File: src/hw/squeeze_pkg.sv
package squeeze_pkg;

	// ------------------------------------------------------------
	// datapath sizes
	// ------------------------------------------------------------
	localparam int N_CH       = 2;              // channel 0 data, channel 1 weights
	localparam int WORD_W     = 8;              // signed activation / weight
	localparam int ADDR_W     = 10;
	localparam int BANK_DEPTH = 1 << ADDR_W;    // 1024 words per bank
	localparam int LEN_W      = 10;             // 1..1023, zero is reserved
	localparam int RESULT_W   = 32;             // exact for 1023 products of 8x8
	localparam int CMD_W      = 32;

	// ------------------------------------------------------------
	// command word layout
	// ------------------------------------------------------------
	localparam int OP_MSB    = 31;
	localparam int OP_LSB    = 30;
	localparam int LEN_MSB   = 29;
	localparam int LEN_LSB   = 20;
	localparam int DADDR_MSB = 19;              // start of the data run
	localparam int DADDR_LSB = 10;
	localparam int WADDR_MSB = 9;               // start of the weight run
	localparam int WADDR_LSB = 0;

	// command queue sizing
	localparam int CMD_DEPTH = 8;
	localparam int CMD_PTR_W = $clog2(CMD_DEPTH);
	localparam int CMD_CNT_W = $clog2(CMD_DEPTH + 1);

	// codes 2 and 3 are not assigned and get rejected
	typedef enum logic [1:0] {
		OP_CONV    = 2'd0,
		OP_MAXPOOL = 2'd1
	} op_kind_t;

	typedef logic [WORD_W-1:0]   word_t;
	typedef logic [ADDR_W-1:0]   addr_t;
	typedef logic [LEN_W-1:0]    len_t;
	typedef logic [RESULT_W-1:0] result_t;
	typedef logic [CMD_W-1:0]    cmd_t;

endpackage
File: src/hw/cmd_queue.sv
`timescale 1ns/1ps

module cmd_queue (
	input  logic              okClk,
	input  logic              rst_n,
	input  logic              push,
	input  squeeze_pkg::cmd_t push_data,
	input  logic              pop,
	output squeeze_pkg::cmd_t head,
	output logic              empty,
	output logic              full
);
	import squeeze_pkg::*;

	cmd_t                 mem [CMD_DEPTH];
	logic [CMD_PTR_W-1:0] wr_ptr;
	logic [CMD_PTR_W-1:0] rd_ptr;
	logic [CMD_CNT_W-1:0] count;
	logic                 do_push;
	logic                 do_pop;

	assign do_push = push && !full;         // a push while full is dropped
	assign do_pop  = pop && !empty;

	always_ff @(posedge okClk) begin
		if (do_push) begin
			mem[wr_ptr] <= push_data;
		end
	end

	always_ff @(posedge okClk) begin
		if (!rst_n) begin
			wr_ptr <= '0;
			rd_ptr <= '0;
			count  <= '0;
		end else begin
			if (do_push) wr_ptr <= wr_ptr + 1'b1;   // depth is a power of two
			if (do_pop)  rd_ptr <= rd_ptr + 1'b1;
			case ({do_push, do_pop})
				2'b10:   count <= count + 1'b1;
				2'b01:   count <= count - 1'b1;
				default: count <= count;
			endcase
		end
	end

	assign head  = mem[rd_ptr];              // first-word fall-through
	assign empty = (count == '0);
	assign full  = (count == CMD_CNT_W'(CMD_DEPTH));

endmodule

File: config.mk
export PLATFORM = sky130hd
export DESIGN_NAME = cmd_queue
export DESIGN_NICKNAME = d
export VERILOG_FILES = /design/src/hw/squeeze_pkg.sv /design/src/hw/cmd_queue.sv
export SDC_FILE = /design/constraint.sdc
export NUM_CORES = 1
export LEC_CHECK = 0
export ABC_AREA = 0
export BUFFER_PORTS_ARGS = -buffer_cell sky130_fd_sc_hd__buf_2
export CORE_MARGIN = 2
export CORE_UTILIZATION = 60
export DETAILED_ROUTE_END_ITERATION = 12
export PLACE_DENSITY = 0.76
export REMOVE_ABC_BUFFERS = 1
export SKIP_LAST_GASP = 1
export SLEW_MARGIN = 20
export SYNTH_ARGS = -nofsm -noshare
export SYNTH_HDL_FRONTEND = slang
export SYNTH_SLANG_ARGS = --single-unit
File: constraint.sdc
create_clock -name okClk -period 5.1 [get_ports okClk]
set_input_delay 0.765 -clock okClk [delete_from_list [all_inputs] [get_ports okClk]]
set_output_delay 0.765 -clock okClk [all_outputs]
set_load 0.02 [all_outputs]
Yosys cells after proc, flatten, opt, wreduce, memory -nomap -nowiden
Memory sizes are Yosys's and may differ from the RTL's. A register that Yosys moved wholly into a read port is not among the register bits.
Cells that the tools add are included.
{"block": "classes", "add_sub_neg": 4, "eq_ne": 3, "n_mux": 5, "n_reduce_logical": 6}
{"operator": "4-bit one-hot mux with 2 select lines", "n": 1}
{"operator": "3-bit by 1-bit adder with 3-bit output (second input constant)", "n": 2}
{"operator": "3-bit two-way mux", "n": 2}
{"operator": "4-bit by 1-bit adder with 4-bit output (second input constant)", "n": 1}
{"operator": "4-bit equality test (second input constant)", "n": 1}
{"operator": "4-bit zero test", "n": 1}
{"operator": "4-bit by 1-bit subtractor with 4-bit output (second input constant)", "n": 1}
{"operator": "2-bit by 1-bit equality test with 1-bit output (second input constant)", "n": 1}
{"operator": "2-bit equality test (second input constant)", "n": 1}
{"operator": "1-bit logical AND", "n": 2}
{"operator": "1-bit zero test", "n": 2}
{"operator": "1-bit two-way mux", "n": 2}
{"operator": "2-bit nonzero test", "n": 1}
{"block": "totals", "regBits": 10, "mem_bits_rw": 256, "inputBits": 36, "word_cells": 22, "n_memories": 1}
{"name": "mem", "words": 8, "word_bits": 32, "read_ports": 1, "rd_clocked_by_memory_dff": 1, "wr": 1, "line_no": "cmd_queue.sv:15", "source": "cmd_t mem [CMD_DEPTH];"}

Longest topological paths before layout
Gate-level depths: netlist (run 1).
{"block": "logic_depth", "ltp_word": 5, "ltp_mapped": 11, "mapped_depth_nobuf": 9}

Worst setup path before layout (run 1)
No wires, ideal clock.
{"block": "synth_path", "kind": "input port to flip-flop", "start": "input port push", "end": "memory mem[0][0] (netlist bit) (enable)", "setup_time_ps": 501, "t_arrival_ps": 3900, "t_required_ps": 4599, "path_slack_ps": 699, "cell_stages": 2, "path_cell_list": "nand2_4 > nor4_1"}
{"block": "synth_between", "elab_chain_cells": 3}
{"element": "start: declaration", "line_no": "cmd_queue.sv:6", "source": "input logic push,"}
{"element": "1-bit logical AND", "line_no": "cmd_queue.sv:22", "source": "assign do_push = push && !full;"}
{"element": "1-bit two-way mux", "line_no": "cmd_queue.sv:26", "source": "if (do_push) begin"}
{"element": "1-bit two-way mux (implied by the code)", "line_no": "cmd_queue.sv:27", "source": "mem[wr_ptr] <= push_data;"}
{"element": "end: declaration", "line_no": "cmd_queue.sv:15"}
No other way between the ends.

==> results of run 1 <==
[per-layer routing]
metal  wire length (um)  global-route usage (%)  up-vias
met1               7463                   28.79     2368
li1                   -                       -     2043
met5                 13                       0        -
met3               1025                   3.679       13
met4                167                   5.322        2
met2               9552                   35.62      118
[critical path, cell delays in order, from the launching register on]
cell                      delay, ns
sky130_fd_sc_hd__dfxtp_4       0.98
sky130_fd_sc_hd__buf_4         0.38
sky130_fd_sc_hd__mux4_2        0.53
sky130_fd_sc_hd__mux2_2        0.30
sky130_fd_sc_hd__buf_2         0.16
[cell usage in the layout (no fill, tap or decap), types with 2 or more instances in the layout]
cell,netlist,routed
sky130_fd_sc_hd__dfxtp_1,13,10
sky130_fd_sc_hd__nor2_4,0,3
sky130_fd_sc_hd__xnor2_1,4,4
sky130_fd_sc_hd__clkbuf_8,0,5
sky130_fd_sc_hd__mux4_2,64,64
sky130_fd_sc_hd__nand2b_1,3,3
sky130_fd_sc_hd__clkbuf_1,11,2
sky130_fd_sc_hd__clkinv_2,0,8
sky130_fd_sc_hd__buf_2,7,69
sky130_fd_sc_hd__dfxtp_2,0,2
sky130_fd_sc_hd__clkinv_1,0,2
sky130_fd_sc_hd__mux2i_1,3,3
sky130_fd_sc_hd__nand2_1,5,5
sky130_fd_sc_hd__and2_1,6,6
sky130_fd_sc_hd__ha_1,5,5
sky130_fd_sc_hd__clkbuf_16,0,26
sky130_fd_sc_hd__mux2_2,33,33
sky130_fd_sc_hd__xor2_1,3,3
sky130_fd_sc_hd__buf_4,1,14
sky130_fd_sc_hd__nor3_2,0,4
sky130_fd_sc_hd__bufinv_16,0,2
sky130_fd_sc_hd__nor2b_1,2,2
sky130_fd_sc_hd__nand3_1,3,3
sky130_fd_sc_hd__edfxtp_1,256,256
[worst max path at each step]
stage | endpoint | slack (ns) | cells past startpoint
floorplan | head[0] | 0.64 | 2
global placement | head[29] | 1.97 | 4
detailed placement | head[18] | 1.94 | 4
CTS | head[29] | 1.36 | 4
global route | head[29] | 1.26 | 4
finish | head[29] | 1.45 | 4
[Yosys cell counts, types with 3 or more instances]
cell type                  count  area share, %
sky130_fd_sc_hd__edfxtp_1    256             75
sky130_fd_sc_hd__mux4_2       64             14
sky130_fd_sc_hd__mux2_2       33            3.6
sky130_fd_sc_hd__dfxtp_1      13            2.5
sky130_fd_sc_hd__clkbuf_1     11           0.40
sky130_fd_sc_hd__buf_2         7           0.34
sky130_fd_sc_hd__and2_1        6           0.37
sky130_fd_sc_hd__ha_1          5           0.61
sky130_fd_sc_hd__nand2_1       5           0.18
sky130_fd_sc_hd__nor3_1        5           0.24
sky130_fd_sc_hd__xnor2_1       4           0.34
sky130_fd_sc_hd__mux2i_1       3           0.29
sky130_fd_sc_hd__nand2b_1      3           0.18
sky130_fd_sc_hd__nand3_1       3           0.15
sky130_fd_sc_hd__nor2_1        3           0.11
sky130_fd_sc_hd__xor2_1        3           0.26
[cells by family after synthesis]
| group | Yosys count | share of synthesized area (%) |
|---|---|---|
| flip-flops | 269 | 77.36 |
| buffers and inverters | 23 | 1.108 |
| adder cells (fa/ha/maj) | 5 | 0.6089 |
| AND/OR/NAND/NOR | 33 | 1.863 |
| multiplexers | 100 | 17.94 |
| AO/OA/AOI/OAI | 7 | 0.5237 |
| XOR/XNOR | 7 | 0.5968 |
[final cells by class]
| type | count | area (um2) |
|---|---|---|
| multi-input combinational | 152 | 2261 |
| tap | 220 | 275.3 |
| fill | 968 | 4840 |
| sequential | 269 | 7954 |
| timing repair buffer | 83 | 450.4 |
| clock buffer | 33 | 726.9 |
| inverter | 1 | 3.754 |
| clock inverter | 14 | 131.4 |
[metrics by stage]
step	total power [mW]	hold slack, ns	std cells
detailed placement	4.009	0.4875	725
global placement	3.976	0.4835	725
global route	6.052	0.5113	772
CTS	5.886	0.4881	772
finish	5.826	0.4957	772
floorplan	3.676	0.4637	422
[state kept, by name, summed over array words and instances (netlist names), named ones only]
register and count:
wr_ptr 3, mem 256, count 4, rd_ptr 3
[power groups by stage]
stage / registers [mW] / logic (mW) / clock network [mW]
6_report: 2.76 / 1.20 / 1.87
2_1_floorplan: 2.80 / 0.874 / 0
4_1_cts: 2.77 / 1.22 / 1.90
5_1_grt: 2.79 / 1.28 / 1.98
3_5_place_dp: 2.81 / 1.20 / 0
3_3_place_gp: 2.80 / 1.18 / 0
==> run_results.csv, run 1 <==
group,metric,value,unit
hold_path,holdCritStartpoint,"count[3]",
power_and_ir_drop,combPwrFrac,20.6,%
final_layout,final_design_area_no_fill,0.01180,mm2
worst_setup_path,worst_r2r_path_depth,9,
worst_setup_path,worst_setup_path_start_kind,"flip-flop",
worst_setup_path,crit_path_max_fanout,46,
power_and_ir_drop,vdd_drop_max,469.2,uV
drt,vias_cell,5.886,
worst_setup_path,regToRegStartpoint,"count[1]",
cts,postCtsSetupBuffers,0,
yosys,syn_area_per_cell,23.14,um2
placed_design,detailedPlace.worstSlack,1.936,ns
cts,clock_latency_late_sink,0.52,ns
yosys,synthCells,444,
floorplanning,dieHeight,134.9,um
sta,fin_crit_sh,71.55,%
cts,number_of_buffers_inserted_during_clock_tree_synthesis,26,
yosys,number_of_synthesis_warnings,0,
grt,grt_usage,20.94,%
placed_design,detailed_place.area,0.01094,mm2
sta,maxClockFrequency,0.2741,GHz
final_layout,layout.nets,574,
worst_setup_path,worstPathArrival,2.88,ns
cts,cts_hold_fix_bufs,0,
yosys,combined_area_of_all_synthesized_cells,0.01027,mm2
yosys,synth.yosys.seq_area_share,77.36,%
grt,overflow,0,
power_and_ir_drop,seqPwrFrac,47.3,%
drt,drt-total-wl,18.22,mm
sta,clock_skew,0.007746,ns
worst_setup_path,criticalPathCategory,"reg2out",
cts,clock_tree.root_cell,"sky130_fd_sc_hd__clkbuf_16",
sta,relSlewSlack,30.18,%
floorplanning,fp-row-count,47,
drt,detail_route.drc_violations,0,
sta,min_period,3.649,ns
power_and_ir_drop,net-switching-power,1.515,mW
sta,final_critical_path_setup_slack,1.451,ns
sta,fin_setup_tns,0,ns
drt,drt-wirelength-per-cell,23.60,um
cts,ctsHtreeMaxLevel,1,
floorplanning,core_area,0.01664,mm2
drt,initialDrtViolationCount,424,
yosys,postSynth.asyncResetShare,0,%
cts,cts.repair.resized,0,
power_and_ir_drop,power.share.switching,26.00,%
placed_design,detailed_place_hpwl,9.857,mm
yosys,post_synth_num_cell_types,33,
grt,grt_antenna_before_repair,1,
placed_design,io_buffer_count,69,
worst_setup_path,timing.reg2reg.setup_slack,2.57,ns
drt,tritonroute_pass_1_iters,4,
yosys,ys_ff_latch,269,
final_layout,final_layout_size_suffix_gt1_share,42.75,%
cts,cts.sinks,269,
worst_setup_path,critPathCaptureType,"primary output",
final_layout,flow.area_growth_from_synthesis,14.88,%
drt,num_vias,4544,
final_layout,finalCoreUtilization,70.92,%
sta,worst-slew-pin-transition,1.047,ns
floorplanning,pin_count,70,
hold_path,min_path_type,"reg2reg",
power_and_ir_drop,p_clk_share,32.1,%
hold_path,min_delay_worst_endpoint,"count[3]",
grt,largest_net_degree_at_the_start_of_global_routing,47,
drt,route.antenna.remaining_nets,0,
worst_setup_path,timing.rr.end,"count[2]",
floorplanning,floorplan.initialDensity,61.73,%
job,timing.max_cap.violations,0,
yosys,synthFlopType,"sky130_fd_sc_hd__edfxtp_1",
sta,finalSetupViolCount,0,
worst_setup_path,cp.required,4.34,ns
sta,hold_viol,0,
sta,finalMaxSlewViolations,0,
yosys,number_of_enable_flip_flop_cells_after_synthesis,256,
outcome,result_of_the_run,"complete, no violations",
sta,grt_setup_unrepaired,"false",
power_and_ir_drop,p_int,4.311,mW
grt,wire_length_of_the_first_global_routing_pass,28.17,mm
cts,tritoncts,"done",
floorplanning,chipWidth,134.9,um
grt,first_global_vias,4907,
final_layout,insertedDiodeCount,0,
power_and_ir_drop,total_leakage_power,3.830,nW
hold_path,worstHoldPathCells,2,
floorplanning,die_area,0.01819,mm2
placed_design,finalWeightedCongestion,0.7156,
cts,deepest_clock_path_buffer_count,3,
power_and_ir_drop,pwr_density_cell,493.6,mW/mm2
cts,worst_setup_hold_path_clk_slew,0.06,ns
No activity file was read; power rests on OpenSTA's default activity.
==> inputs of run 2 (changes only) <==
==> constraint.sdc (replaced) <==
create_clock -name okClk -period 3.6 [get_ports okClk]
set_input_delay 0.54 -clock okClk [delete_from_list [all_inputs] [get_ports okClk]]
set_output_delay 0.54 -clock okClk [all_outputs]
set_load 0.02 [all_outputs]
==> run 2 against run 1 <==
Cell count is 0.78% higher; hold slack worse by 0.21 ns; sequential share of layout area is 0.33 points lower; largest power group unchanged; wire length is 2.5% higher; critical path depth stayed put; power is 43% higher; combinational power is 48% higher.
==> run_results.csv, run 2 (synthesized netlist as in run 1, its figures left out) <==
group,metric,value,unit
grt,largest_net_degree_at_the_start_of_global_routing,47,
sta,maxClockFrequency,0.3243,GHz
drt,num_vias,4644,
cts,worst_setup_hold_path_clk_slew,0.06,ns
placed_design,finalWeightedCongestion,0.7692,
floorplanning,die_area,0.01819,mm2
final_layout,multi_input_area,0.002261,mm2
grt,grt_antenna_before_repair,1,
drt,tritonroute_pass_1_iters,4,
floorplanning,dieHeight,134.9,um
sta,worst-slew-pin-transition,0.6084,ns
cts,ctsHtreeMaxLevel,1,
cts,number_of_buffers_inserted_during_clock_tree_synthesis,27,
worst_setup_path,worst_r2r_path_depth,9,
sta,fin_crit_sh,85.65,%
final_layout,final_layout_size_suffix_gt1_share,42.11,%
floorplanning,floorplan.initialDensity,61.73,%
final_layout,mostFrequentLayoutCell,"sky130_fd_sc_hd__edfxtp_1",
grt,wire_length_of_the_first_global_routing_pass,28.58,mm
drt,route.antenna.remaining_nets,0,
grt,grt_usage,21.30,%
power_and_ir_drop,total_leakage_power,3.850,nW
drt,drt-wirelength-per-cell,24.00,um
sta,relSlewSlack,59.44,%
worst_setup_path,worstPathArrival,2.54,ns
sta,hold_viol,0,
sta,min_period,3.083,ns
sta,clock_skew,0.01432,ns
floorplanning,fp-row-count,47,
floorplanning,chipWidth,134.9,um
final_layout,insertedDiodeCount,0,
cts,cts.repair.resized,0,
final_layout,layout.cells.most_common_list,"sky130_fd_sc_hd__edfxtp_1 (256), sky130_fd_sc_hd__buf_2 (69), sky130_fd_sc_hd__mux4_2 (64)",
worst_setup_path,timing.reg2reg.setup_slack,1.00,ns
floorplanning,pin_count,70,
final_layout,largest_register,"mem",
placed_design,io_buffer_count,69,
final_layout,flow.area_growth_from_synthesis,15.44,%
placed_design,detailedPlace.worstSlack,0.9993,ns
hold_path,min_delay_worst_endpoint,"mem[1][16]",
cts,postCtsSetupBuffers,0,
worst_setup_path,cp.required,3.06,ns
worst_setup_path,criticalPathCategory,"reg2out",
final_layout,largest_reg_flops,256,
worst_setup_path,worst_setup_path_start_kind,"flip-flop",
hold_path,worstHoldPathCells,1,
floorplanning,core_area,0.01664,mm2
drt,drt-total-wl,18.67,mm
sta,grt_setup_unrepaired,"false",
sta,finalMaxSlewViolations,0,
grt,first_global_vias,5012,
cts,tritoncts,"done",
sta,final_critical_path_setup_slack,0.5167,ns
drt,initialDrtViolationCount,397,
final_layout,final_design_area_no_fill,0.01186,mm2
hold_path,min_path_type,"in2reg",
cts,cts.sinks,269,
worst_setup_path,regToRegStartpoint,"count[1]",
power_and_ir_drop,vdd_drop_max,471.5,uV
final_layout,seq_area,0.007954,mm2
drt,detail_route.drc_violations,0,
cts,clock_tree.root_cell,"sky130_fd_sc_hd__clkbuf_16",
hold_path,holdCritStartpoint,"push_data[16]",
grt,overflow,0,
cts,deepest_clock_path_buffer_count,3,
placed_design,detailed_place_hpwl,10.68,mm
final_layout,layout.nets,580,
placed_design,detailed_place.area,0.01101,mm2
worst_setup_path,crit_path_max_fanout,26,
job,timing.max_cap.violations,0,
power_and_ir_drop,pwr_density_cell,700.4,mW/mm2
worst_setup_path,critPathCaptureType,"primary output",
sta,finalSetupViolCount,0,
cts,cts_hold_fix_bufs,0,
drt,vias_cell,5.969,
worst_setup_path,timing.rr.end,"count[2]",
outcome,result_of_the_run,"complete, no violations",
final_layout,layout.filler_cells,978,
cts,clock_latency_late_sink,0.52,ns
final_layout,reg_top3,"mem (256), count (4)",
-- run 2: cell types whose count changed in the layout (fill, tap and decap cells not counted) --
cell                        change
sky130_fd_sc_hd__clkinv_1       +1
sky130_fd_sc_hd__buf_4          +3
sky130_fd_sc_hd__clkinv_2       -3
sky130_fd_sc_hd__clkbuf_8       -4
sky130_fd_sc_hd__clkinv_8       -1
sky130_fd_sc_hd__clkbuf_16      +1
sky130_fd_sc_hd__buf_12         +2
sky130_fd_sc_hd__bufinv_16      +1
sky130_fd_sc_hd__clkbuf_1       +6
-- run 2: critical path: stages, from the launching register on --
cell and delay (ns):
sky130_fd_sc_hd__dfxtp_4 0.69, sky130_fd_sc_hd__buf_4 0.35, sky130_fd_sc_hd__mux4_2 0.52, sky130_fd_sc_hd__mux2_2 0.28
sky130_fd_sc_hd__buf_2 0.16
-- run 2: final cells by class --
cell class | count | share of cell area [%]
Sequential cell | 269 | 67.06
Tap cell | 220 | 2.321
Clock buffer | 36 | 6.066
Timing Repair Buffer | 88 | 4.325
Inverter | 1 | 0.03165
Multi-Input combinational cell | 152 | 19.06
Clock inverter | 12 | 1.129
-- run 2: how the worst max path moves through the flow --
stage                         start   endpoint  slack (ns)  cells past startpoint
after floorplan            count[0]  mem[0][0]       -0.67                      3
after global placement    flip-flop   head[21]        1.01                      4
after detailed placement  flip-flop    head[3]         1.0                      4
after CTS                 flip-flop    head[3]        0.46                      4
after global routing      flip-flop   head[21]        0.34                      4
final                     flip-flop   head[21]        0.52                      4
-- run 2: layer usage --
layer  vias up  part of all wire (%)  wire [um]  GRT usage (%)
li1       2055                     -          -              -
met1      2411                    40       7492          29.01
met2       150                    52       9624          36.07
met3        26                   6.8       1277          3.866
met4         2                   1.4        265          6.082
met5         -                 0.070         13              0
-- run 2: power by group --
part,switching [mW],total (mW),leakage [nW],internal (mW)
Combinational,0.888,1.78,1.00,0.894
Sequential,0.179,3.85,2.43,3.67
Clock,1.07,2.68,0.416,1.61
-- run 2: through the flow --
stage,std cells,hold slack (ns),power [mW],setup TNS (ns),util (%)
5_1_grt,778,0.2649,8.623,0,71.27
4_1_cts,778,0.2659,8.388,0,71.27
2_1_floorplan,422,0.4637,5.208,-41.91,-
6_report,778,0.2865,8.307,0,71.27
3_5_place_dp,730,0.4912,5.714,0,66.14
3_3_place_gp,730,0.4825,5.663,0,66.14
