==> src/hw/squeeze_pkg.sv <==
package squeeze_pkg;

	// ------------------------------------------------------------
	// datapath sizes
	// ------------------------------------------------------------
	localparam int N_CH       = 2;              // channel 0 data, channel 1 weights
	localparam int WORD_W     = 8;              // signed activation / weight
	localparam int ADDR_W     = 10;
	localparam int BANK_DEPTH = 1 << ADDR_W;    // 1024 words per bank
	localparam int LEN_W      = 10;             // 1..1023, zero is reserved
	localparam int RESULT_W   = 32;             // exact for 1023 products of 8x8
	localparam int CMD_W      = 32;

	// ------------------------------------------------------------
	// command word layout
	// ------------------------------------------------------------
	localparam int OP_MSB    = 31;
	localparam int OP_LSB    = 30;
	localparam int LEN_MSB   = 29;
	localparam int LEN_LSB   = 20;
	localparam int DADDR_MSB = 19;              // start of the data run
	localparam int DADDR_LSB = 10;
	localparam int WADDR_MSB = 9;               // start of the weight run
	localparam int WADDR_LSB = 0;

	// command queue sizing
	localparam int CMD_DEPTH = 8;
	localparam int CMD_PTR_W = $clog2(CMD_DEPTH);
	localparam int CMD_CNT_W = $clog2(CMD_DEPTH + 1);

	// codes 2 and 3 are not assigned and get rejected
	typedef enum logic [1:0] {
		OP_CONV    = 2'd0,
		OP_MAXPOOL = 2'd1
	} op_kind_t;

	typedef logic [WORD_W-1:0]   word_t;
	typedef logic [ADDR_W-1:0]   addr_t;
	typedef logic [LEN_W-1:0]    len_t;
	typedef logic [RESULT_W-1:0] result_t;
	typedef logic [CMD_W-1:0]    cmd_t;

endpackage
==> src/hw/fetch_if.sv <==
`timescale 1ns/1ps

interface fetch_if;
	import squeeze_pkg::*;

	logic  start;          // one-cycle launch strobe
	addr_t base_addr;
	len_t  length;
	logic  word_valid;     // high for length consecutive cycles
	word_t word;
	logic  last;           // marks the final word of the run

	modport issue   (output start, base_addr, length);

	modport fetch   (input  start, base_addr, length,
	                 output word_valid, word, last);

	modport consume (input  word_valid, word, last);

endinterface

==> src/hw/layer_engine.sv <==
`timescale 1ns/1ps

module layer_engine (
	input  logic                  okClk,
	input  logic                  rst_n,
	input  squeeze_pkg::op_kind_t op_kind,
	fetch_if.consume              data,
	fetch_if.consume              weight,
	output logic                  result_valid,
	output squeeze_pkg::result_t  result_data
);
	import squeeze_pkg::*;

	logic signed [2*WORD_W-1:0] prod;
	logic signed [RESULT_W-1:0] sample;
	logic signed [RESULT_W-1:0] acc;
	logic signed [RESULT_W-1:0] next_acc;
	logic                       first;      // next word opens a new operation
	logic                       take;
	logic                       take_last;

	// max pool runs on channel 0 alone, conv needs both channels in step
	assign take      = data.word_valid && (op_kind == OP_MAXPOOL || weight.word_valid);
	assign take_last = data.last && (op_kind == OP_MAXPOOL || weight.last);

	assign prod = $signed(data.word) * $signed(weight.word);

	// ------------------------------------------------------------
	// accumulate or keep the running maximum
	// ------------------------------------------------------------
	always_comb begin
		if (op_kind == OP_CONV) begin
			sample = RESULT_W'(prod);                  // sign-extended product
		end else begin
			sample = RESULT_W'($signed(data.word));    // sign-extended activation
		end

		if (first) begin
			next_acc = sample;
		end else if (op_kind == OP_CONV) begin
			next_acc = acc + sample;
		end else begin
			next_acc = (sample > acc) ? sample : acc;
		end
	end

	always_ff @(posedge okClk) begin
		if (take) acc <= next_acc;
		if (take && take_last) result_data <= next_acc;
	end

	always_ff @(posedge okClk) begin
		if (!rst_n) begin
			first        <= 1'b1;
			result_valid <= 1'b0;
		end else begin
			if (take) first <= take_last;               // rearm after the last word
			result_valid <= take && take_last;
		end
	end

endmodule

==> src/flat_wrapper.sv <==
// flat-port wrapper written by rule: the top's interface ports become plain ports
module layer_engine_flat import squeeze_pkg::*;
  (okClk, rst_n, op_kind, result_valid, result_data, data_word_valid, data_word, data_last, weight_word_valid, weight_word, weight_last);
  fetch_if data_i ();
  fetch_if weight_i ();
  input  logic okClk;
  input  logic rst_n;
  input  squeeze_pkg::op_kind_t op_kind;
  output logic result_valid;
  output squeeze_pkg::result_t result_data;
  input wire logic [$bits(data_i.word_valid)-1:0] data_word_valid;
  input wire logic [$bits(data_i.word)-1:0] data_word;
  input wire logic [$bits(data_i.last)-1:0] data_last;
  input wire logic [$bits(weight_i.word_valid)-1:0] weight_word_valid;
  input wire logic [$bits(weight_i.word)-1:0] weight_word;
  input wire logic [$bits(weight_i.last)-1:0] weight_last;
  assign data_i.word_valid = data_word_valid;
  assign data_i.word = data_word;
  assign data_i.last = data_last;
  assign weight_i.word_valid = weight_word_valid;
  assign weight_i.word = weight_word;
  assign weight_i.last = weight_last;
  layer_engine u_core (.okClk(okClk), .rst_n(rst_n), .op_kind(op_kind), .data(data_i), .weight(weight_i), .result_valid(result_valid), .result_data(result_data));
endmodule
==> config.mk <==
export PLATFORM = sky130hd
export DESIGN_NAME = layer_engine_flat
export DESIGN_NICKNAME = d
export VERILOG_FILES = /design/src/hw/squeeze_pkg.sv /design/src/hw/fetch_if.sv /design/src/hw/layer_engine.sv /design/src/flat_wrapper.sv
export SDC_FILE = /design/constraint.sdc
export NUM_CORES = 1
export LEC_CHECK = 0
export ABC_AREA = 1
export BUFFER_PORTS_ARGS = -buffer_cell sky130_fd_sc_hd__buf_2
export CAP_MARGIN = 20
export CORE_MARGIN = 2
export CORE_UTILIZATION = 55
export CTS_CLUSTER_SIZE = 20
export DETAILED_ROUTE_END_ITERATION = 8
export PLACE_DENSITY = 0.71
export RECOVER_POWER = 50
export SLEW_MARGIN = 15
export SYNTH_ARGS = -nofsm -noshare
export SYNTH_HDL_FRONTEND = slang
export SYNTH_SLANG_ARGS = --single-unit
==> constraint.sdc <==
create_clock -name okClk -period 9.4 [get_ports okClk]
set_input_delay 0.47 -clock okClk [delete_from_list [all_inputs] [get_ports okClk]]
set_output_delay 0.47 -clock okClk [all_outputs]
set_load 0.01 [all_outputs]
# After elaboration in Yosys (flattened, before gate mapping)
# Cells that the tools add are included.
[op_classes] div=0 muxes=4 n_lt_le_gt_ge=1 shifts=0 bitwise_logic=0 add_sub_neg=1 mul=1 eq_ne=1 n_reduce_logical=6
[op_table] cell="$mux W32" count=4
[op_table] cell="$add A32 B32 Y32" count=1
[op_table] cell="$gt A32 B32 Y1" count=1
[op_table] cell="$mul A8 B8 Y16" count=1
[op_table] cell="$logic_and A1 B1 Y1" count=3
[op_table] cell="$eq A2 B1 Y1 const B" count=1
[op_table] cell="$logic_not A2 Y1" count=1
[op_table] cell="$logic_or A1 B1 Y1" count=2
[word_totals] romBits=0 out_inout_bits=33 register_bits=66 ramBits=0 in_bits=24 elab_cells=18 memories=0 latch_bits=0

# Logic depth before layout (Yosys ltp)
# Gate-level depths: netlist of run 1.
[logic_depth] word_depth=6 mapped_depth=40 ltp_nobuf=38

# Worst setup path after synthesis of run 1
# No wires, ideal clock.
[synth_path] kind="input port to flip-flop" start="in data_word[7]" end="reg u_core.acc[2], data pin" path_stages=33 setup_time_ns=0.257 t_required_ns=9.143 arrival_time_ns=6.389 path_slack_ns=2.754 cell_sequence="clkbuf_1 > nand2_1 > inv_1 > fa_1 > inv_1 > fa_1 > inv_1 > fa_1 > inv_1 > fa_1 > inv_1 > ha_1 > inv_1 > nor3_1 > nand3_1 > nand3_1 > inv_1 > nand2_1 > nand2_1 > a21oi_4 > ha_1 > a21o_1 > a21oi_1 > a21oi_1 > nor2_1 > nand3_2 > nand3_2 > buf_2 > nand2_1 > nand3_1 > nand2_1 > nand2_1 > nand2_1"
[synth_between] elab_chain_len=6
[synth_lines] item="from (decl)" line_no="flat_wrapper.sv:12" rtl="input wire logic [$bits(data_i.word)-1:0] data_word;"
[synth_lines] item="$mul A8 B8 Y16" line_no="layer_engine.sv:26" rtl="assign prod = $signed(data.word) * $signed(weight.word);"
[synth_lines] item="$mux W32 *" line_no="layer_engine.sv:32" rtl="if (op_kind == OP_CONV) begin"
[synth_lines] item="$gt A32 B32 Y1 *" line_no="layer_engine.sv:43" rtl="next_acc = (sample > acc) ? sample : acc;"
[synth_lines] item="$mux W32 *" line_no="layer_engine.sv:43"
[synth_lines] item="$mux W32 *" line_no="layer_engine.sv:40" rtl="end else if (op_kind == OP_CONV) begin"
[synth_lines] item="$mux W32 *" line_no="layer_engine.sv:38" rtl="if (first) begin"
[synth_lines] item="via u_core.next_acc[2]" line_no="layer_engine.sv:17" rtl="logic signed [RESULT_W-1:0] next_acc;"
[synth_lines] item="to (signal assigned)" line_no="layer_engine.sv:48" rtl="if (take) acc <= next_acc;"
[synth_lines] item="to (decl)" line_no="layer_engine.sv:16" rtl="logic signed [RESULT_W-1:0] acc;"
# Mark *: on every way through the listed nets, which the timed path passes. The rest lies on a longest branch.
# A chain may end at the register's enable or synchronous reset.

# Worst setup path after layout of run 1
[layout_path] start="in weight_word[7]" end="reg u_core.acc[3], data pin"
[layout_between] elab_chain_len=6
[layout_lines] item="from (decl)" line_no="flat_wrapper.sv:15" rtl="input wire logic [$bits(weight_i.word)-1:0] weight_word;"
[layout_lines] item="$mul A8 B8 Y16" line_no="layer_engine.sv:26"
[layout_lines] item="$mux W32" line_no="layer_engine.sv:32"
[layout_lines] item="$gt A32 B32 Y1" line_no="layer_engine.sv:43"
[layout_lines] item="$mux W32" line_no="layer_engine.sv:43"
[layout_lines] item="$mux W32" line_no="layer_engine.sv:40"
[layout_lines] item="$mux W32" line_no="layer_engine.sv:38"
[layout_lines] item="via u_core.next_acc[3]" line_no="layer_engine.sv:17"
# The timed path passes the listed nets, and every way through them passes these cells.

==> results of run 1 <==
state kept, by name, summed over array words and instances (netlist names):
name                 flops
u_core.acc              32
u_core.first             1
u_core.result_data      32
u_core.result_valid      1
worst reg2reg max path, stage by stage (launching register included):
cell,delay [ns]
edfxtp_1,0.38
inv_1,0.06
ha_1,0.31
inv_1,0.12
nor3_2,0.22
nand2_1,0.14
a21oi_1,0.22
nor2_1,0.11
nand3_2,0.11
nand3_2,0.52
or2_2,0.54
nand2_1,0.07
a21oi_1,0.07
synthesized netlist by cell type (3+ instances only):
cell type  instances
nand2_1          292
inv_1            284
nor2_1           114
ha_1              92
a21oi_1           78
nand3_1           75
edfxtp_1          64
o21ai_0           63
fa_1              56
clkbuf_1          21
nand4_1           11
xor2_1            10
a21o_1             8
nor3_1             7
a31oi_1            5
buf_2              5
o21ai_1            5
o21bai_1           5
or2_2              5
a21boi_0           4
nand3b_1           4
o211ai_1           4
buf_1              3
nand2_2            3
per-layer routing:
metal  part of all wire (%)  vias up  global-route usage, %
li1                       -     3946                      -
met1                     51     3583                  45.03
met2                     40      252                  39.73
met3                    7.7       24                  3.881
met4                    1.3        0                  6.135
met5                      0        -                      0
final timing paths:
check	startpoint	end	slack, ns	cells after the start
setup / recovery	weight_word[7]	u_core.acc[3]	1.85	30
hold / removal	rst_n	u_core.first	0.36	2
setup reg to reg	u_core.acc[29]	u_core.acc[3]	6.26	12
hold reg to reg	u_core.acc[12]	u_core.acc[12]	0.73	4
power groups by stage:
stage	registers (mW)	clock network (mW)	logic (mW)
2_1_floorplan	0.407	0	1.23
3_3_place_gp	0.408	0	1.61
3_5_place_dp	0.409	0	1.61
4_1_cts	0.403	0.373	1.63
6_report	0.405	0.368	1.65
5_1_grt	0.408	0.383	1.89
layout make-up:
| cell class | instances | area share [%] |
|---|---|---|
| timing repair buffer | 62 | 2.924 |
| clock inverter | 4 | 0.7976 |
| multi-input combinational | 858 | 58.65 |
| sequential | 66 | 20.84 |
| clock buffer | 12 | 2.619 |
| tap | 211 | 2.805 |
| inverter | 285 | 11.37 |
kinds of logic after synthesis:
| logic type | Yosys count | share of synthesized area (%) |
|---|---|---|
| xor+xnor | 11 | 1.109 |
| compound gates | 178 | 11.24 |
| fa+ha+maj | 148 | 26.16 |
| buf+inv | 316 | 13.90 |
| simple gates | 521 | 25.00 |
| flops | 66 | 22.59 |
through the flow:
stage | cells | setup slack [ns]
finish | 1498 | 1.847
global route | 1498 | 1.346
CTS | 1498 | 1.861
detailed placement | 1482 | 1.568
global placement | 1482 | 1.612
floorplan | 1240 | 2.754
==> results.py, run 1 <==
metrics = {
    "power_and_ir_drop": {
        "ir_worst_vdd_v": 0.0001443,
        "combPwrFrac_pct": 68.1,
        "p_per_area_nw_per_um2": 257.5,
        "p_sw_mw": 1.264,
        "cellLeakagePower_nw": 5.025,
        "switching_share_pct": 52.15,
        "p_clk_share_pct": 15.2,
        "power.internal_mw": 1.160,
        "seq_power_share_pct": 16.7,
        "finalPower_mw": 2.423,
    },
    "synth": {
        "async_flop_share_pct": 0,
        "yosysUniqueCellTypes": 39,
        "yosys-top-cells-area": "edfxtp_1 22%, ha_1 13%, fa_1 13%",
        "synthCells": 1240,
        "ys_ff_latch": 66,
        "synth.cell_area_sq_um": 8685,
        "synth-edff-count": 64,
        "yosysWarnings": 0,
        "yosysSeqAreaShare_pct": 22.59,
        "synth_top_cell_by_area": "edfxtp_1",
        "synth_top_area_share_pct": 22.13,
        "ys.flop_type": "edfxtp_1",
        "synth_nets": 1412,
        "postSynthAreaPerCell_sq_um": 7.004,
    },
    "final_layout": {
        "syn_to_final_growth_pct": 8.385,
        "final_area_sq_um": 9413,
        "layout_common_cells": "292 x nand2_1, 284 x inv_1, 114 x nor2_1",
        "fill_cells": 1498,
        "multi_input_area_sq_um": 5520,
        "fin_util_pct": 61.46,
        "antennaDiodeCount": 0,
        "regArea_sq_um": 1962,
        "final_nets": 1454,
        "layout_commonest_cell": "nand2_1",
        "drive_above_1_share_pct": 4.584,
    },
    "die": {
        "die-width_um": 129.7,
        "die-area_sq_um": 16810,
        "coreArea_sq_um": 15310,
        "die_h_um": 129.7,
        "num_io_pins": 57,
        "rows": 45,
        "start_util_pct": 56.71,
    },
    "global_route": {
        "antenna_found_initial": 0,
        "grt_max_degree": 48,
        "grt_pass1_vias": 7383,
        "grt_pass1_wl_um": 37000,
        "overflow": 0,
        "grt_use_total_pct": 28.02,
    },
    "status": {
        "outcome": "finished with violations",
        "violations": "capacitance limit, slew limit",
    },
    "placed_design": {
        "gp_congestion": 0.9829,
        "portBuffers": 56,
        "postPlaceCellArea_sq_um": 9141,
        "hpwl_um": 17600,
    },
    "drt": {
        "wl_per_cell_um": 14.88,
        "drt-vias-per-instance": 5.210,
        "ant_nets": 0,
        "remaining_drc_errors": 0,
        "wl_um": 22290,
        "drt_first_iter_violations": 643,
        "drt-pass1-iter-count": 6,
        "vias": 7805,
    },
    "setup_path": {
        "required_ns": 9.48,
        "cp_top_family": "adder cells",
        "cpMostUsedCell": "inv_1",
        "crit_arrival_ns": 7.63,
        "cp-start-kind": "input pin",
        "path_max_fanout": 31,
        "cp_slowest_cell": "a21oi_4",
        "cp-end-kind": "register",
        "cp_num_buf_inv": 7,
        "cpPeakStageDelay_ns": 0.74,
        "path_class": "in2reg",
    },
    "timing": {
        "max_slew_margin_pct": -36.54,
        "hold_viol": 0,
        "setup_viol": 0,
        "layout_min_cycle_time_ns": 7.553,
        "slew_viol_final": 68,
        "fin_hold_ws_ns": 0.3616,
        "fin_skew_ns": 0.008550,
        "setup_tns_ns": 0,
        "max_freq_ghz": 0.1324,
        "tightestPinTransition_ns": 2.048,
        "rsz0062_at_grt": "false",
        "period_share_pct": 80.35,
    },
    "clock_tree": {
        "cts_tree": "yes",
        "clkTransAtPathRegs_ns": 0.05,
        "cts_root_buffer": "clkbuf_16",
        "clk_latency_ns": 0.34,
        "postCtsHoldBufs": 0,
        "clockBufferDepth": 2,
        "cts_setup_buffers": 0,
        "h-tree-depth": 3,
        "numClockSinks": 66,
        "cts_made_buffers": 9,
        "cts_resized": 0,
    },
    "flow_run": {
        "drv_cap": 2,
    },
    "min_path": {
        "hold_path.class": "in2reg",
    },
}
(Power assumes the default switching activity.)
==> inputs of run 2 (changes only) <==
- clock period: 9.4 -> 7.4 ns (I/O delays scaled with it)
==> run 2 against run 1 <==
  * The flow still finishes with violations (capacitance limit, slew limit)
  * Cell count hardly changed
  * Flip-flop and latch count unchanged
  * Clock power grew 3%
  * Critical endpoint unchanged
  * Combinational power is 27% higher
  * Clock-buffer cell count shrank 1
  * Setup slack got worse by 1.2 ns
  * Total power is 23% higher
  * Hold slack got worse by 0.11 ns
==> results.py, run 2 (synthesis gave the netlist of run 1 again) <==
metrics = {
    "drt": {
        "wl_per_cell_um": 14.97,
        "vias": 7837,
        "wl_um": 22440,
        "drt-pass1-iter-count": 6,
        "drt-vias-per-instance": 5.228,
        "remaining_drc_errors": 0,
        "ant_nets": 0,
        "drt_first_iter_violations": 679,
    },
    "clock_tree": {
        "cts_root_buffer": "clkbuf_16",
        "clkTransAtPathRegs_ns": 0.05,
        "cts_made_buffers": 9,
        "clk_latency_ns": 0.34,
        "clockBufferDepth": 2,
        "cts_tree": "yes",
        "cts_setup_buffers": 0,
        "postCtsHoldBufs": 0,
        "h-tree-depth": 3,
        "numClockSinks": 66,
    },
    "power_and_ir_drop": {
        "p_clk_share_pct": 12.7,
        "ir_worst_vdd_v": 0.0001856,
        "p_per_area_nw_per_um2": 318.6,
        "p_sw_mw": 1.581,
        "switching_share_pct": 52.92,
        "combPwrFrac_pct": 70.1,
        "power.internal_mw": 1.407,
        "cellLeakagePower_nw": 5.021,
        "seq_power_share_pct": 17.2,
    },
    "setup_path": {
        "cpPeakStageDelay_ns": 0.60,
        "crit_arrival_ns": 6.94,
        "required_ns": 7.57,
        "path_class": "in2reg",
        "path_max_fanout": 35,
        "cp-start-kind": "input pin",
        "cp-end-kind": "register",
        "cpMostUsedCell": "inv_1",
        "cp_slowest_cell": "fa_1",
    },
    "final_layout": {
        "syn_to_final_growth_pct": 7.996,
        "antennaDiodeCount": 0,
        "final_nets": 1456,
        "fill_cells": 1486,
        "layout_common_cells": "292 x nand2_1, 284 x inv_1, 114 x nor2_1",
        "drive_above_1_share_pct": 4.658,
        "final_cell_count_no_fill": 1499,
        "top_regs": "u_core.acc: 32 flops, u_core.result_data: 32 flops",
        "layout_commonest_cell": "nand2_1",
        "final_area_sq_um": 9379,
    },
    "timing": {
        "setup_viol": 0,
        "max_slew_margin_pct": -41.11,
        "max_freq_ghz": 0.1476,
        "slew_viol_final": 68,
        "hold_viol": 0,
        "setup_tns_ns": 0,
        "rsz0062_at_grt": "false",
        "tightestPinTransition_ns": 2.117,
        "period_share_pct": 91.54,
        "fin_skew_ns": 0.004352,
        "layout_min_cycle_time_ns": 6.774,
    },
    "status": {
        "violations": "capacitance limit, slew limit",
        "outcome": "finished with violations",
    },
    "global_route": {
        "grt_pass1_wl_um": 37280,
        "grt_pass1_vias": 7507,
        "overflow": 0,
        "grt_use_total_pct": 28.38,
        "antenna_found_initial": 0,
        "grt_max_degree": 49,
    },
    "min_path": {
        "hold_path.class": "in2reg",
    },
    "die": {
        "start_util_pct": 56.71,
        "die-width_um": 129.7,
        "rows": 45,
        "coreArea_sq_um": 15310,
        "num_io_pins": 57,
        "die_h_um": 129.7,
        "die-area_sq_um": 16810,
    },
    "placed_design": {
        "portBuffers": 56,
        "hpwl_um": 17810,
        "gp_congestion": 1.009,
        "postPlaceCellArea_sq_um": 9169,
        "dpl.cell_count": 1484,
    },
    "flow_run": {
        "drv_cap": 2,
    },
}
-- run 2: worst paths after layout --
kind                                      from                     end  slack (ns)  cells past startpoint
worst max-delay path              data_word[7]           u_core.acc[3]        0.63                     33
worst min register to register  u_core.acc[26]  u_core.result_data[26]        0.78                      4
worst max register to register   u_core.acc[1]           u_core.acc[8]        4.47                     12
worst min-delay path                     rst_n            u_core.first        0.25                      2
-- run 2: power groups by stage --
stage          registers [mW]  clock network (mW)  logic (mW)
2_1_floorplan           0.517                   0        1.57
3_3_place_gp            0.519                   0        2.03
3_5_place_dp            0.521                   0        2.05
4_1_cts                 0.513               0.385        2.07
5_1_grt                 0.519               0.395        2.40
6_report                0.515               0.379        2.09
-- run 2: what timing repair did --
action,in CTS,in global routing
endpoints found under the hold margin,0,0
endpoints found under the setup margin,0,16
resized for setup,0,1
-- run 2: routing by layer --
| layer | track usage, % | up-vias | wire length, um |
|---|---|---|---|
| met5 | 0 | - | 0 |
| met4 | 4.870 | 0 | 243 |
| met3 | 3.509 | 20 | 1746 |
| met2 | 42.04 | 298 | 9176 |
| met1 | 44.93 | 3558 | 11280 |
| li1 | - | 3961 | - |
-- run 2: area by class of cell --
cell class                      instances  area, sq um  area share (%)
Inverter                              285         1070           11.41
Clock buffer                           11        232.7           2.481
Clock inverter                          4        20.02          0.2134
Multi-Input combinational cell        858         5528           58.94
Timing Repair Buffer                   64        302.8           3.228
Tap cell                              211        264.0           2.815
Sequential cell                        66         1962           20.92
-- run 2: through the flow --
| step | hold slack [ns] | setup WS [ns] | util [%] | power, mW |
|---|---|---|---|---|
| detailed placement | 0.6054 | 0.2310 | 59.87 | 2.567 |
| CTS | 0.2510 | 0.5526 | 61.52 | 2.964 |
| finish | 0.2477 | 0.6259 | 61.24 | 2.988 |
| global placement | 0.5885 | 0.3237 | 59.87 | 2.551 |
| global route | 0.2877 | 0.09363 | 61.24 | 3.309 |
| floorplan | 0.4709 | 0.8540 | - | 2.085 |
-- run 2: worst max-delay path: cells and delay by family --
kind / cells / cell delay (ns)
fa+ha+maj: 6 / 2.88
buf+inv: 10 / 1.18
compound gates: 6 / 1.07
simple gates: 11 / 1.41
